$ cat src/verilog/spi_xike_consts.svh
`ifndef SPI_XIKE_CONSTS_SVH
`define SPI_XIKE_CONSTS_SVH

// Sample and tag widths
`define SAMPLE_W        16
`define MUA_W           17
`define STREAM_W        4
`define CHAN_W          6
`define NUM_STREAMS     2
`define NUM_CHANNELS    32

// FIFO depths must be powers of two
`define RAW_FIFO_DEPTH  16
`define HOST_FIFO_DEPTH 64

// Host register bus
`define REG_ADDR_W      5
`define REG_DATA_W      16
`define ADDR_RUN        5'd0
`define ADDR_SCLK_DIV   5'd1
`define ADDR_FILTER_EN  5'd2
`define ADDR_OVF_CLEAR  5'd3
`define ADDR_STATUS     5'd16
`define ADDR_FRAME_CNT  5'd17

// SPI framing
`define FRAME_BITS      16
`define CS_HIGH_HALVES  2
`define PIPE_FRAMES     2

`endif

$ cat src/verilog/acq_pkg.sv
package acq_pkg;

  `include "spi_xike_consts.svh"

  // Where a sample came from
  typedef struct packed {
    logic [`STREAM_W-1:0] stream;
    logic [`CHAN_W-1:0]   chan;
  } sample_tag_t;

  // One amplifier sample as it leaves the SPI master
  typedef struct packed {
    sample_tag_t          tag;
    logic [`SAMPLE_W-1:0] data;
  } raw_sample_t;

  // Host word, stream sits at bits 26 to 23
  typedef struct packed {
    logic [4:0]               pad;
    logic [`STREAM_W-1:0]     stream;
    logic [`CHAN_W-1:0]       chan;
    logic signed [`MUA_W-1:0] value;
  } mua_word_t;

endpackage

$ cat src/verilog/reg_pkg.sv
package reg_pkg;

  `include "spi_xike_consts.svh"

  // One host register access, write and read strobes are exclusive
  typedef struct packed {
    logic                   wr;
    logic                   rd;
    logic [`REG_ADDR_W-1:0] addr;
    logic [`REG_DATA_W-1:0] wdata;
  } reg_req_t;

  // Settings shared by the SPI master and the filter
  typedef struct packed {
    logic       run;
    logic [7:0] sclk_div;
    logic       filter_en;
  } ctrl_t;

endpackage

$ cat src/verilog/acq_regs.sv
`timescale 1ns/1ns
`include "spi_xike_consts.svh"

module acq_regs (
  input  logic                   bus_clk,
  input  logic                   rst_n,
  input  reg_pkg::reg_req_t      req,
  output logic [`REG_DATA_W-1:0] rdata,
  output reg_pkg::ctrl_t         ctrl,
  input  logic                   frame_done,
  input  logic                   drop,
  input  logic                   spi_running,
  output logic                   overflow
);

  logic [`REG_DATA_W-1:0] frame_cnt;
  logic [`REG_DATA_W-1:0] rd_mux;
  logic                   wr_run;
  logic                   run_rise;

  assign wr_run   = req.wr && (req.addr == `ADDR_RUN);
  assign run_rise = wr_run && req.wdata[0] && !ctrl.run;

  always_ff @(posedge bus_clk or negedge rst_n) begin
    if (!rst_n) begin
      ctrl      <= '0;
      overflow  <= 1'b0;
      frame_cnt <= '0;
    end else begin
      if (wr_run)
        ctrl.run <= req.wdata[0];
      if (req.wr && (req.addr == `ADDR_SCLK_DIV))
        ctrl.sclk_div <= req.wdata[7:0];
      if (req.wr && (req.addr == `ADDR_FILTER_EN))
        ctrl.filter_en <= req.wdata[0];

      // A drop in the clearing cycle keeps the flag set
      if (drop)
        overflow <= 1'b1;
      else if (req.wr && (req.addr == `ADDR_OVF_CLEAR) && req.wdata[0])
        overflow <= 1'b0;

      // Count restarts with every new acquisition run
      if (run_rise)
        frame_cnt <= '0;
      else if (frame_done)
        frame_cnt <= frame_cnt + 1'b1;
    end
  end

  always_comb begin
    rd_mux = '0;
    case (req.addr)
      `ADDR_RUN:       rd_mux[0]   = ctrl.run;
      `ADDR_SCLK_DIV:  rd_mux[7:0] = ctrl.sclk_div;
      `ADDR_FILTER_EN: rd_mux[0]   = ctrl.filter_en;
      `ADDR_STATUS:    rd_mux[1:0] = {overflow, spi_running};
      `ADDR_FRAME_CNT: rd_mux      = frame_cnt;
      default:         rd_mux      = '0;
    endcase
  end

  // Read data holds until the next read strobe
  always_ff @(posedge bus_clk or negedge rst_n) begin
    if (!rst_n)
      rdata <= '0;
    else if (req.rd)
      rdata <= rd_mux;
  end

  // Host issues one access per cycle
  assert property (@(posedge bus_clk) disable iff (!rst_n) !(req.wr && req.rd))
    else $error("register read and write in the same cycle");

endmodule

$ cat src/verilog/intan_spi_master.sv
`timescale 1ns/1ns
`include "spi_xike_consts.svh"

module intan_spi_master (
  input  logic                 bus_clk,
  input  logic                 rst_n,
  input  reg_pkg::ctrl_t       ctrl,
  input  logic                 miso_c1,
  input  logic                 miso_c2,
  output logic                 sclk,
  output logic                 cs,
  output logic                 mosi,
  output acq_pkg::raw_sample_t sample,
  output logic                 sample_wr,
  output logic                 frame_done,
  output logic                 spi_running
);

  localparam int CS_LOW_HALVES = 2 * `FRAME_BITS;
  localparam int LAST_HALF     = CS_LOW_HALVES + `CS_HIGH_HALVES - 1;
  localparam int HALF_W        = $clog2(LAST_HALF + 1);
  localparam int WARM_W        = $clog2(`PIPE_FRAMES + 1);

  logic [7:0]                           div_cnt;
  logic [7:0]                           half_len;
  logic                                 half_end;
  logic [HALF_W-1:0]                    half_idx;
  logic                                 rise_edge;
  logic                                 fall_edge;
  logic                                 last_rise;
  logic                                 frame_end;
  logic [`CHAN_W-1:0]                   cur_chan;
  logic [`CHAN_W-1:0]                   next_chan;
  logic [`PIPE_FRAMES-1:0][`CHAN_W-1:0] chan_hist;
  logic [WARM_W-1:0]                    warm_cnt;
  logic [`SAMPLE_W-1:0]                 mosi_sr;
  logic [`SAMPLE_W-1:0]                 miso_sr1;
  logic [`SAMPLE_W-1:0]                 miso_sr2;
  logic                                 push_s1;

  // CONVERT command, channel in bits 13..8
  function automatic logic [`SAMPLE_W-1:0] convert_cmd(input logic [`CHAN_W-1:0] chan);
    convert_cmd = {{(`SAMPLE_W - `CHAN_W - 8){1'b0}}, chan, 8'h00};
  endfunction

  // Divider values below 2 run at 2
  assign half_len  = (ctrl.sclk_div < 8'd2) ? 8'd2 : ctrl.sclk_div;
  assign half_end  = spi_running && (div_cnt >= half_len - 8'd1);
  assign rise_edge = half_end && (half_idx < CS_LOW_HALVES) && !half_idx[0];
  assign fall_edge = half_end && (half_idx < CS_LOW_HALVES) && half_idx[0];
  assign last_rise = rise_edge && (half_idx == CS_LOW_HALVES - 2);
  assign frame_end = half_end && (half_idx == LAST_HALF);
  assign next_chan = (cur_chan == `NUM_CHANNELS - 1) ? '0 : cur_chan + 1'b1;
  assign mosi      = mosi_sr[`SAMPLE_W-1];

  always_ff @(posedge bus_clk or negedge rst_n) begin
    if (!rst_n) begin
      spi_running <= 1'b0;
      cs          <= 1'b1;
      sclk        <= 1'b0;
      div_cnt     <= '0;
      half_idx    <= '0;
      cur_chan    <= '0;
      warm_cnt    <= '0;
      mosi_sr     <= '0;
      frame_done  <= 1'b0;
      sample_wr   <= 1'b0;
      push_s1     <= 1'b0;
    end else begin
      frame_done <= 1'b0;
      sample_wr  <= push_s1;
      push_s1    <= 1'b0;
      if (!spi_running) begin
        if (ctrl.run) begin
          spi_running <= 1'b1;
          cs          <= 1'b0;
          div_cnt     <= '0;
          half_idx    <= '0;
          cur_chan    <= '0;
          warm_cnt    <= '0;
          mosi_sr     <= convert_cmd('0);
        end
      end else if (!half_end) begin
        div_cnt <= div_cnt + 1'b1;
      end else begin
        div_cnt <= '0;
        if (frame_end) begin
          frame_done <= 1'b1;
          cur_chan   <= next_chan;
          if (warm_cnt != `PIPE_FRAMES)
            warm_cnt <= warm_cnt + 1'b1;
          // Run low lets the frame finish and parks with CS high
          if (ctrl.run) begin
            half_idx <= '0;
            cs       <= 1'b0;
            mosi_sr  <= convert_cmd(next_chan);
          end else begin
            spi_running <= 1'b0;
          end
        end else begin
          half_idx <= half_idx + 1'b1;
          if (rise_edge) begin
            sclk <= 1'b1;
            if (last_rise && (warm_cnt == `PIPE_FRAMES)) begin
              sample_wr <= 1'b1;
              push_s1   <= 1'b1;
            end
          end else if (fall_edge) begin
            sclk    <= 1'b0;
            mosi_sr <= {mosi_sr[`SAMPLE_W-2:0], 1'b0};
            if (half_idx == CS_LOW_HALVES - 1)
              cs <= 1'b1;
          end
        end
      end
    end
  end

  always_ff @(posedge bus_clk) begin
    if (rise_edge) begin
      miso_sr1 <= {miso_sr1[`SAMPLE_W-2:0], miso_c1};
      miso_sr2 <= {miso_sr2[`SAMPLE_W-2:0], miso_c2};
    end
    // Stream 0 goes out first and stream 1 follows one cycle later
    if (last_rise) begin
      sample.tag.stream <= '0;
      sample.tag.chan   <= chan_hist[`PIPE_FRAMES-1];
      sample.data       <= {miso_sr1[`SAMPLE_W-2:0], miso_c1};
    end else if (push_s1) begin
      sample.tag.stream <= sample.tag.stream + 1'b1;
      sample.data       <= miso_sr2;
    end
    // Results return PIPE_FRAMES frames after their command
    if (frame_end)
      chan_hist <= {chan_hist[`PIPE_FRAMES-2:0], cur_chan};
  end

  assert property (@(posedge bus_clk) disable iff (!rst_n) !spi_running |-> cs && !sclk)
    else $error("SPI bus active while master is idle");

endmodule

$ cat src/verilog/sample_fifo.sv
`timescale 1ns/1ns

module sample_fifo #(
  parameter type payload_t = logic [31:0],
  parameter int  DEPTH     = 16
) (
  input  logic     bus_clk,
  input  logic     rst_n,
  input  logic     clear,
  input  payload_t din,
  input  logic     wr,
  input  logic     rd,
  output payload_t dout,
  output logic     empty,
  output logic     full,
  output logic     drop
);

  localparam int AW = $clog2(DEPTH);

  payload_t      mem [DEPTH];
  logic [AW:0]   wr_ptr;
  logic [AW:0]   rd_ptr;
  logic          do_wr;
  logic          do_rd;

  // Extra pointer bit tells full from empty
  assign empty = (wr_ptr == rd_ptr);
  assign full  = (wr_ptr[AW] != rd_ptr[AW]) && (wr_ptr[AW-1:0] == rd_ptr[AW-1:0]);
  assign do_wr = wr && !full && !clear;
  assign do_rd = rd && !empty && !clear;
  assign drop  = wr && full && !clear;

  // Head word is visible before the read strobe
  assign dout = mem[rd_ptr[AW-1:0]];

  always_ff @(posedge bus_clk or negedge rst_n) begin
    if (!rst_n) begin
      wr_ptr <= '0;
      rd_ptr <= '0;
    end else if (clear) begin
      wr_ptr <= '0;
      rd_ptr <= '0;
    end else begin
      if (do_wr)
        wr_ptr <= wr_ptr + 1'b1;
      if (do_rd)
        rd_ptr <= rd_ptr + 1'b1;
    end
  end

  always_ff @(posedge bus_clk) begin
    if (do_wr)
      mem[wr_ptr[AW-1:0]] <= din;
  end

  // Readers must look at empty before popping
  assert property (@(posedge bus_clk) disable iff (!rst_n) rd |-> !empty)
    else $error("FIFO read while empty");

endmodule

$ cat src/verilog/mua_filter.sv
`timescale 1ns/1ns
`include "spi_xike_consts.svh"

module mua_filter (
  input  logic                 bus_clk,
  input  logic                 rst_n,
  input  logic                 filter_en,
  input  acq_pkg::raw_sample_t din,
  input  logic                 din_valid,
  output acq_pkg::mua_word_t   dout,
  output logic                 dout_valid
);

  import acq_pkg::*;

  localparam int HIST_N = `NUM_STREAMS * `NUM_CHANNELS;
  localparam int HIST_W = $clog2(HIST_N);

  logic [`SAMPLE_W-1:0]     hist [HIST_N];
  raw_sample_t              s1_sample;
  logic [`SAMPLE_W-1:0]     s1_prev;
  logic                     s1_valid;
  logic signed [`MUA_W-1:0] diff;

  // One history slot per stream and channel
  function automatic logic [HIST_W-1:0] hist_index(input sample_tag_t tag);
    hist_index = HIST_W'(tag.stream * `NUM_CHANNELS + tag.chan);
  endfunction

  assign diff = $signed({1'b0, s1_sample.data}) - $signed({1'b0, s1_prev});

  always_ff @(posedge bus_clk or negedge rst_n) begin
    if (!rst_n) begin
      s1_valid   <= 1'b0;
      dout_valid <= 1'b0;
      for (int i = 0; i < HIST_N; i++)
        hist[i] <= '0;
    end else begin
      s1_valid   <= din_valid;
      dout_valid <= s1_valid;
      // History follows the raw sample whether or not filtering is on
      if (s1_valid)
        hist[hist_index(s1_sample.tag)] <= s1_sample.data;
    end
  end

  always_ff @(posedge bus_clk) begin
    s1_sample <= din;
    s1_prev   <= hist[hist_index(din.tag)];

    dout.pad    <= '0;
    dout.stream <= s1_sample.tag.stream;
    dout.chan   <= s1_sample.tag.chan;
    if (filter_en)
      dout.value <= diff;
    else
      dout.value <= {1'b0, s1_sample.data};
  end

  // Read of a slot in the cycle it is written back would see stale history
  assert property (@(posedge bus_clk) disable iff (!rst_n)
                   din_valid && s1_valid |-> din.tag != s1_sample.tag)
    else $error("back-to-back samples for the same stream and channel");

endmodule

$ cat src/verilog/spi_xike.sv
`timescale 1ns/1ns
`include "spi_xike_consts.svh"

module spi_xike (
  input  logic                   bus_clk,
  input  logic                   rst_n,
  input  reg_pkg::reg_req_t      reg_req,
  output logic [`REG_DATA_W-1:0] reg_rdata,
  input  logic                   miso_c1,
  input  logic                   miso_c2,
  output logic                   sclk,
  output logic                   cs,
  output logic                   mosi,
  input  logic                   host_open,
  input  logic                   host_rden,
  output acq_pkg::mua_word_t     host_data,
  output logic                   host_empty,
  output logic                   overflow,
  output logic                   spi_running
);

  import acq_pkg::*;
  import reg_pkg::*;

  ctrl_t       ctrl;
  raw_sample_t raw_sample;
  logic        raw_wr;
  raw_sample_t raw_head;
  logic        raw_empty;
  logic        frame_done;
  mua_word_t   mua_word;
  logic        mua_valid;
  logic        host_drop;

  acq_regs acq_regs_i (
    .bus_clk     (bus_clk    ),
    .rst_n       (rst_n      ),
    .req         (reg_req    ),
    .rdata       (reg_rdata  ),
    .ctrl        (ctrl       ),
    .frame_done  (frame_done ),
    .drop        (host_drop  ),
    .spi_running (spi_running),
    .overflow    (overflow   )
  );

  intan_spi_master spi_master_i (
    .bus_clk     (bus_clk    ),
    .rst_n       (rst_n      ),
    .ctrl        (ctrl       ),
    .miso_c1     (miso_c1    ),
    .miso_c2     (miso_c2    ),
    .sclk        (sclk       ),
    .cs          (cs         ),
    .mosi        (mosi       ),
    .sample      (raw_sample ),
    .sample_wr   (raw_wr     ),
    .frame_done  (frame_done ),
    .spi_running (spi_running)
  );

  // Filter drains the raw FIFO as soon as a sample lands
  sample_fifo #(
    .payload_t (raw_sample_t   ),
    .DEPTH     (`RAW_FIFO_DEPTH)
  ) raw_fifo_i (
    .bus_clk (bus_clk   ),
    .rst_n   (rst_n     ),
    .clear   (1'b0      ),
    .din     (raw_sample),
    .wr      (raw_wr    ),
    .rd      (!raw_empty),
    .dout    (raw_head  ),
    .empty   (raw_empty ),
    .full    (          ),
    .drop    (          )
  );

  mua_filter mua_filter_i (
    .bus_clk    (bus_clk         ),
    .rst_n      (rst_n           ),
    .filter_en  (ctrl.filter_en  ),
    .din        (raw_head        ),
    .din_valid  (!raw_empty      ),
    .dout       (mua_word        ),
    .dout_valid (mua_valid       )
  );

  // Host FIFO stays empty while the host side is closed
  sample_fifo #(
    .payload_t (mua_word_t      ),
    .DEPTH     (`HOST_FIFO_DEPTH)
  ) host_fifo_i (
    .bus_clk (bus_clk   ),
    .rst_n   (rst_n     ),
    .clear   (!host_open),
    .din     (mua_word  ),
    .wr      (mua_valid ),
    .rd      (host_rden ),
    .dout    (host_data ),
    .empty   (host_empty),
    .full    (          ),
    .drop    (host_drop )
  );

endmodule

$ cat config.mk
export PLATFORM = sky130hd
export DESIGN_NAME = spi_xike
export DESIGN_NICKNAME = d
export VERILOG_FILES = /design/src/verilog/acq_pkg.sv /design/src/verilog/reg_pkg.sv /design/src/verilog/acq_regs.sv /design/src/verilog/intan_spi_master.sv /design/src/verilog/sample_fifo.sv /design/src/verilog/mua_filter.sv /design/src/verilog/spi_xike.sv
export VERILOG_INCLUDE_DIRS = /design/src /design/src/verilog
export SDC_FILE = /design/constraint.sdc
export NUM_CORES = 2
export LEC_CHECK = 0
export BUFFER_PORTS_ARGS = -buffer_cell sky130_fd_sc_hd__buf_2
export CELL_PAD_IN_SITES_DETAIL_PLACEMENT = 0
export CELL_PAD_IN_SITES_GLOBAL_PLACEMENT = 1
export CORE_UTILIZATION = 60
export CTS_CLUSTER_SIZE = 25
export DETAILED_ROUTE_END_ITERATION = 8
export PLACE_DENSITY_LB_ADDON = 0.05
export SLEW_MARGIN = 10
export SYNTH_ARGS = -nofsm -noshare
export SYNTH_HDL_FRONTEND = slang
export SYNTH_HIERARCHICAL = 1
export SYNTH_SLANG_ARGS = --single-unit
$ cat constraint.sdc
create_clock -name bus_clk -period 17.26 [get_ports bus_clk]
set_clock_uncertainty 0.15 [all_clocks]
set_input_delay 0.863 -clock bus_clk [delete_from_list [all_inputs] [get_ports bus_clk]]
set_output_delay 0.863 -clock bus_clk [all_outputs]
set_load 0.02 [all_outputs]
**Yosys cells after proc, flatten, opt, wreduce, memory -nomap -nowiden**

Memory sizes are Yosys's and may differ from the RTL's.
Index checks and enable logic that the tools add are counted.
W data, S select, Z words.

- Memories kept: 2
- Flip-flop bits (word level): 1,275
- Input bits: 29
- Logic and storage cells: 270
- RAM bits: 2,144
- Output and inout bits: 54

- Equality and inequality tests: 26
- Add/subtract/negate cells: 14
- $lt $le $gt $ge: 6
- Bitwise gates (word level): 3
- Muxes and demuxes: 76
- Reductions and logical operators: 41

Memories:

| memory | words | bits a word | rd ports | clocked after memory_dff | write ports | RTL line | source |
|---|---|---|---|---|---|---|---|
| host_fifo_i.mem | 64 | 27 | 1 | 0 | 1 | sample_fifo.sv:21 | `payload_t mem [DEPTH];` |
| raw_fifo_i.mem | 16 | 26 | 1 | 0 | 1 | sample_fifo.sv:21 |  |

Operators with widths:

| operator | number |
|---|---|
| $bwmux W1024 | 1 |
| $mux W16 | 15 |
| $bmux W16 S6 | 1 |
| $demux W16 S6 | 1 |
| $mux W6 | 9 |
| $mux W8 | 5 |
| $mux W1 | 32 |
| $mux W7 | 4 |
| $logic_and A1 B1 Y1 | 24 |
| $eq A6 B5 Y1 const B | 3 |
| $sub A16 B16 Y17 | 1 |
| $add A16 B1 Y16 const B | 1 |
| $add A7 B1 Y7 const B | 2 |
| $ge A7 B7 Y1 const B | 2 |
| $not A6 Y7 | 2 |
| $add A6 B1 Y6 const B | 2 |
| $add A6 B6 Y6 | 2 |
| $ne A3 B3 Y1 const B | 4 |
| $pmux W6 S2 | 1 |
| $reduce_and A4 Y1 | 3 |
| $add A5 B1 Y5 const B | 2 |
| $eq A5 B2 Y1 const B | 2 |
| $eq A5 B5 Y1 const B | 2 |
| $mux W2 | 5 |
| other kinds (26) | 40 |

**Depth between registers and ports, before layout**

- Depth after elaboration: 14
- Mapped depth: 17

**Hierarchy**

Netlist, hierarchy kept.

Modules (own cells, without submodules):

| module | area an instance (um^2) | instances | seq. area each (um^2) | cells each |
|---|---|---|---|---|
| sample_fifo at host_fifo_i | 79,003.3 | 1 | 61,849.3 | 3,467 |
| mua_filter | 49,229.7 | 1 | 27,055.9 | 3,282 |
| sample_fifo at raw_fifo_i | 16,699.8 | 1 | 12,742.2 | 845 |
| intan_spi_master | 4,533.1 | 1 | 2,934.1 | 328 |
| acq_regs | 2,069.5 | 1 | 1,076.0 | 180 |
| spi_xike | 11.3 | 1 | 0.0 | 3 |

**Least setup slack after synthesis**

No wires, ideal clock.

- Kind: reg-to-reg
- From: register, netlist name acq_regs_i/ctrl[7]
- To: register spi_master_i.miso_sr1[0], enable pin
- Data arrival time: 4,938 ps
- Slack: 11,712 ps
- Data required time: 16,650 ps
- Library setup time: 460 ps
- Cell stages (with the launch flop): 14
- Cells stage by stage: dfrtp_1 nor4_1 nand2_1 o21ai_0 ha_1 nand2_1 nor3_1 xnor2_1 ha_1 nand4_1 a21oi_4 o21ai_1 buf_2 nor3_1

- Longest elaborated chain between the ends: 7

Ends and longest elaborated chain:

| what | RTL line | source |
|---|---|---|
| $lt A8 B2 Y1 | intan_spi_master.sv:47 | `assign half_len = (ctrl.sclk_div < 8'd2) ? 8'd2 : ctrl.sclk_div;` |
| $mux W8 * | intan_spi_master.sv:47 |  |
| $sub A8 B1 Y8 * | intan_spi_master.sv:48 | `assign half_end = spi_running && (div_cnt >= half_len - 8'd1);` |
| $ge A8 B8 Y1 * | intan_spi_master.sv:48 |  |
| $logic_and A1 B1 Y1 * | intan_spi_master.sv:48 |  |
| $logic_and A1 B1 Y1 * (2 in series) | intan_spi_master.sv:49 | `assign rise_edge = half_end && (half_idx < CS_LOW_HALVES) && !half_idx[0];` |
| via spi_master_i.rise_edge | intan_spi_master.sv:28 | `logic rise_edge;` |
| to (signal assigned) | intan_spi_master.sv:121 | `` miso_sr1 <= {miso_sr1[`SAMPLE_W-2:0], miso_c1}; `` |
| to (decl) | intan_spi_master.sv:37 | `` logic [`SAMPLE_W-1:0] miso_sr1; `` |

The timed path passes the listed nets; every way through them passes the cells marked *.
A chain may end at the register's enable or synchronous reset.

==> metrics.yaml <==
run_status: "completed"
start_util_pct: 60.3
reg2reg_to: "mua_filter_i/s1_prev[14]$_DFF_P_"
grt_usage_pct: 28.9
required_ps: 16250
via_count: 78200
comb_power_share_pct: 4.5
synth_area_mm2: 0.152
nets: 8319
reg2reg_slack_ps: 10940
wl_um: 364000
finalCritPeriodShare_pct: 41.0
drc: 0
yosysWarnings: 6
cp-start-kind: "register"
synth_area_per_cell_um2: 18.7
cp_max_fo: 114
clock_path_buffers: 4
grt_remaining_overflow: 0
final_area_mm2: 0.168
path_clk_slew_ps: 60
fmax_ghz: 0.141
final_common_cell: "edfxtp_1"
syn2layout_area_growth_pct: 11.0
hold_viol: 0
cts_tree: "yes"
die_h_um: 505
vdd_drop_max_uv: 108
placed_cell_area_mm2: 0.156
maxCapViolCount: 0
swShare_pct: 21.3
pin_count: 83
ant_nets: 0
p_clk_share_pct: 43.1
cts_max_level: 5
reg2regPathDepth: 12
first_pass_iters: 6
r2r-start: "raw_fifo_i/rd_ptr[0]$_DFFE_PN0P_"
p_leak_nw: 60.5
place_hpwl_um: 199000
cts_root_buffer: "clkbuf_16"
fp.dieW_um: 505
grt_max_degree: 163
clock_latency_ps: 990
layout_min_cycle_time_ps: 7080
dieArea_mm2: 0.255
crit_arrival_ps: 6070
tns_ps: 0
crit_start: "host_fifo_i/rd_ptr[0]$_DFFE_PN0P_"
wl_per_cell_um: 30.6
synthCells: 8104
rows: 184
critPathCaptureType: "output pin"
relSlewSlack_pct: 12.6
setup_viol: 0
grt_setup_unrepaired: "false"
cts_buffers: 389
switching_power_mw: 4.04
grt_pass1_vias: 80000
worstHoldPathType: "in2reg"
core_mm2: 0.251
worst_slew_pin_slew_ps: 1310
path_class: "reg2out"
numPortBuffers: 74
grt_antenna_before_repair: 20
p_int_mw: 14.9
mostFrequentLayoutCells: "edfxtp_1, mux2_2, dfrtp_1, mux4_2, clkbuf_16"
initialDrtViolationCount: 8454
cp-endpoint: "host_data[9]"
routabilityCongestion: 0.820
clkSinkCount: 3731
drv_slew: 0
powerDensity_mw_per_mm2: 113
routed_via_density: 6.57
sequentialPowerShare_pct: 52.4
drive_gt1_share_pct: 34.9
grt_pass1_wl_um: 538000
## critical path, cell delays in order, from the launching register on
cell and delay, ps:
dfrtp_4 880, buf_4 830, buf_12 630, buf_4 890, mux4_2 610, mux2_2 290, o22ai_1 400, nor3_1 210
buf_2 260
## layer usage
layer  vias to the layer above  GRT usage, %  part of all wire (%)
met5                         -             0                0.0036
met4                         2          7.33                   2.3
met3                       500          5.01                   8.2
li1                      32600             -                     -
met2                      2902          43.9                    47
met1                     42200          44.0                    43
## layout make-up
cell class / instances / area, um2
Inverter: 47 / 179
Timing Repair Buffer: 292 / 2150
Antenna cell: 2 / 5.00
Tap cell: 3348 / 4190
Fill cell: 16500 / 83000
Sequential cell: 3731 / 106000
Clock buffer: 511 / 10700
Multi-Input combinational cell: 3788 / 43500
Clock inverter: 183 / 1770
## worst min path at each step
| stage | depth (start not counted) | end | from |
|---|---|---|---|
| 2_1_floorplan | 0 | mua_filter_i/dout[24]$_DFF_P_ | mua_filter_i/s1_sample[23]$_DFF_P_ |
| 3_5_place_dp | 0 | mua_filter_i/dout[24]$_DFF_P_ | mua_filter_i/s1_sample[23]$_DFF_P_ |
| 3_3_place_gp | 0 | mua_filter_i/dout[24]$_DFF_P_ | mua_filter_i/s1_sample[23]$_DFF_P_ |
| 6_report | 3 | acq_regs_i/ctrl[9]$_DFFE_PN0P_ | reg_req[22] |
| 4_1_cts | 3 | acq_regs_i/ctrl[9]$_DFFE_PN0P_ | reg_req[22] |
| 5_1_grt | 3 | acq_regs_i/ctrl[9]$_DFFE_PN0P_ | reg_req[22] |
## registers in the layout (all words and copies together) (netlist names), 12 cells and up
| signal | flops |
|---|---|
| mua_filter_i/hist | 1024 |
| mua_filter_i/s1_sample | 26 |
| raw_fifo_i/mem | 416 |
| mua_filter_i/s1_prev | 16 |
| acq_regs_i/frame_cnt | 16 |
| host_fifo_i/mem | 2048 |
| acq_regs_i/rdata | 16 |
| spi_master_i/chan_hist | 12 |
| mua_filter_i/dout | 27 |
| spi_master_i/miso_sr1 | 15 |
| spi_master_i/miso_sr2 | 16 |
| spi_master_i/sample | 26 |
## power groups by stage
stage | sequential, mW | clock [mW] | combinational (mW)
6_report | 9.92 | 8.17 | 0.849
5_1_grt | 9.94 | 8.67 | 0.915
4_1_cts | 9.92 | 8.31 | 0.839
3_5_place_dp | 10.1 | 0 | 0.836
3_3_place_gp | 10.1 | 0 | 0.807
2_1_floorplan | 10.1 | 0 | 0.431
## what timing repair did
item                                   4_1_cts  5_1_grt
setup buffers                                0        0
endpoints found under the hold margin      113        0
hold buffers                                14        0
resized for setup                            0        0
## per-stage QoR
stage | power, mW | util [%] | std cells | worst slack (ps) | hold slack [ps]
4_1_cts | 19.1 | 67.0 | 11900 | 9740 | 43.9
5_1_grt | 19.5 | 67.0 | 11900 | 9600 | 83.3
3_3_place_gp | 10.9 | 62.0 | 11200 | 10720 | 166
2_1_floorplan | 10.6 | - | 8114 | 11710 | 160
3_5_place_dp | 10.9 | 62.0 | 11200 | 10770 | 166
6_report | 18.9 | 67.0 | 11900 | 10180 | 120
Power figures use the tool's default switching activity.
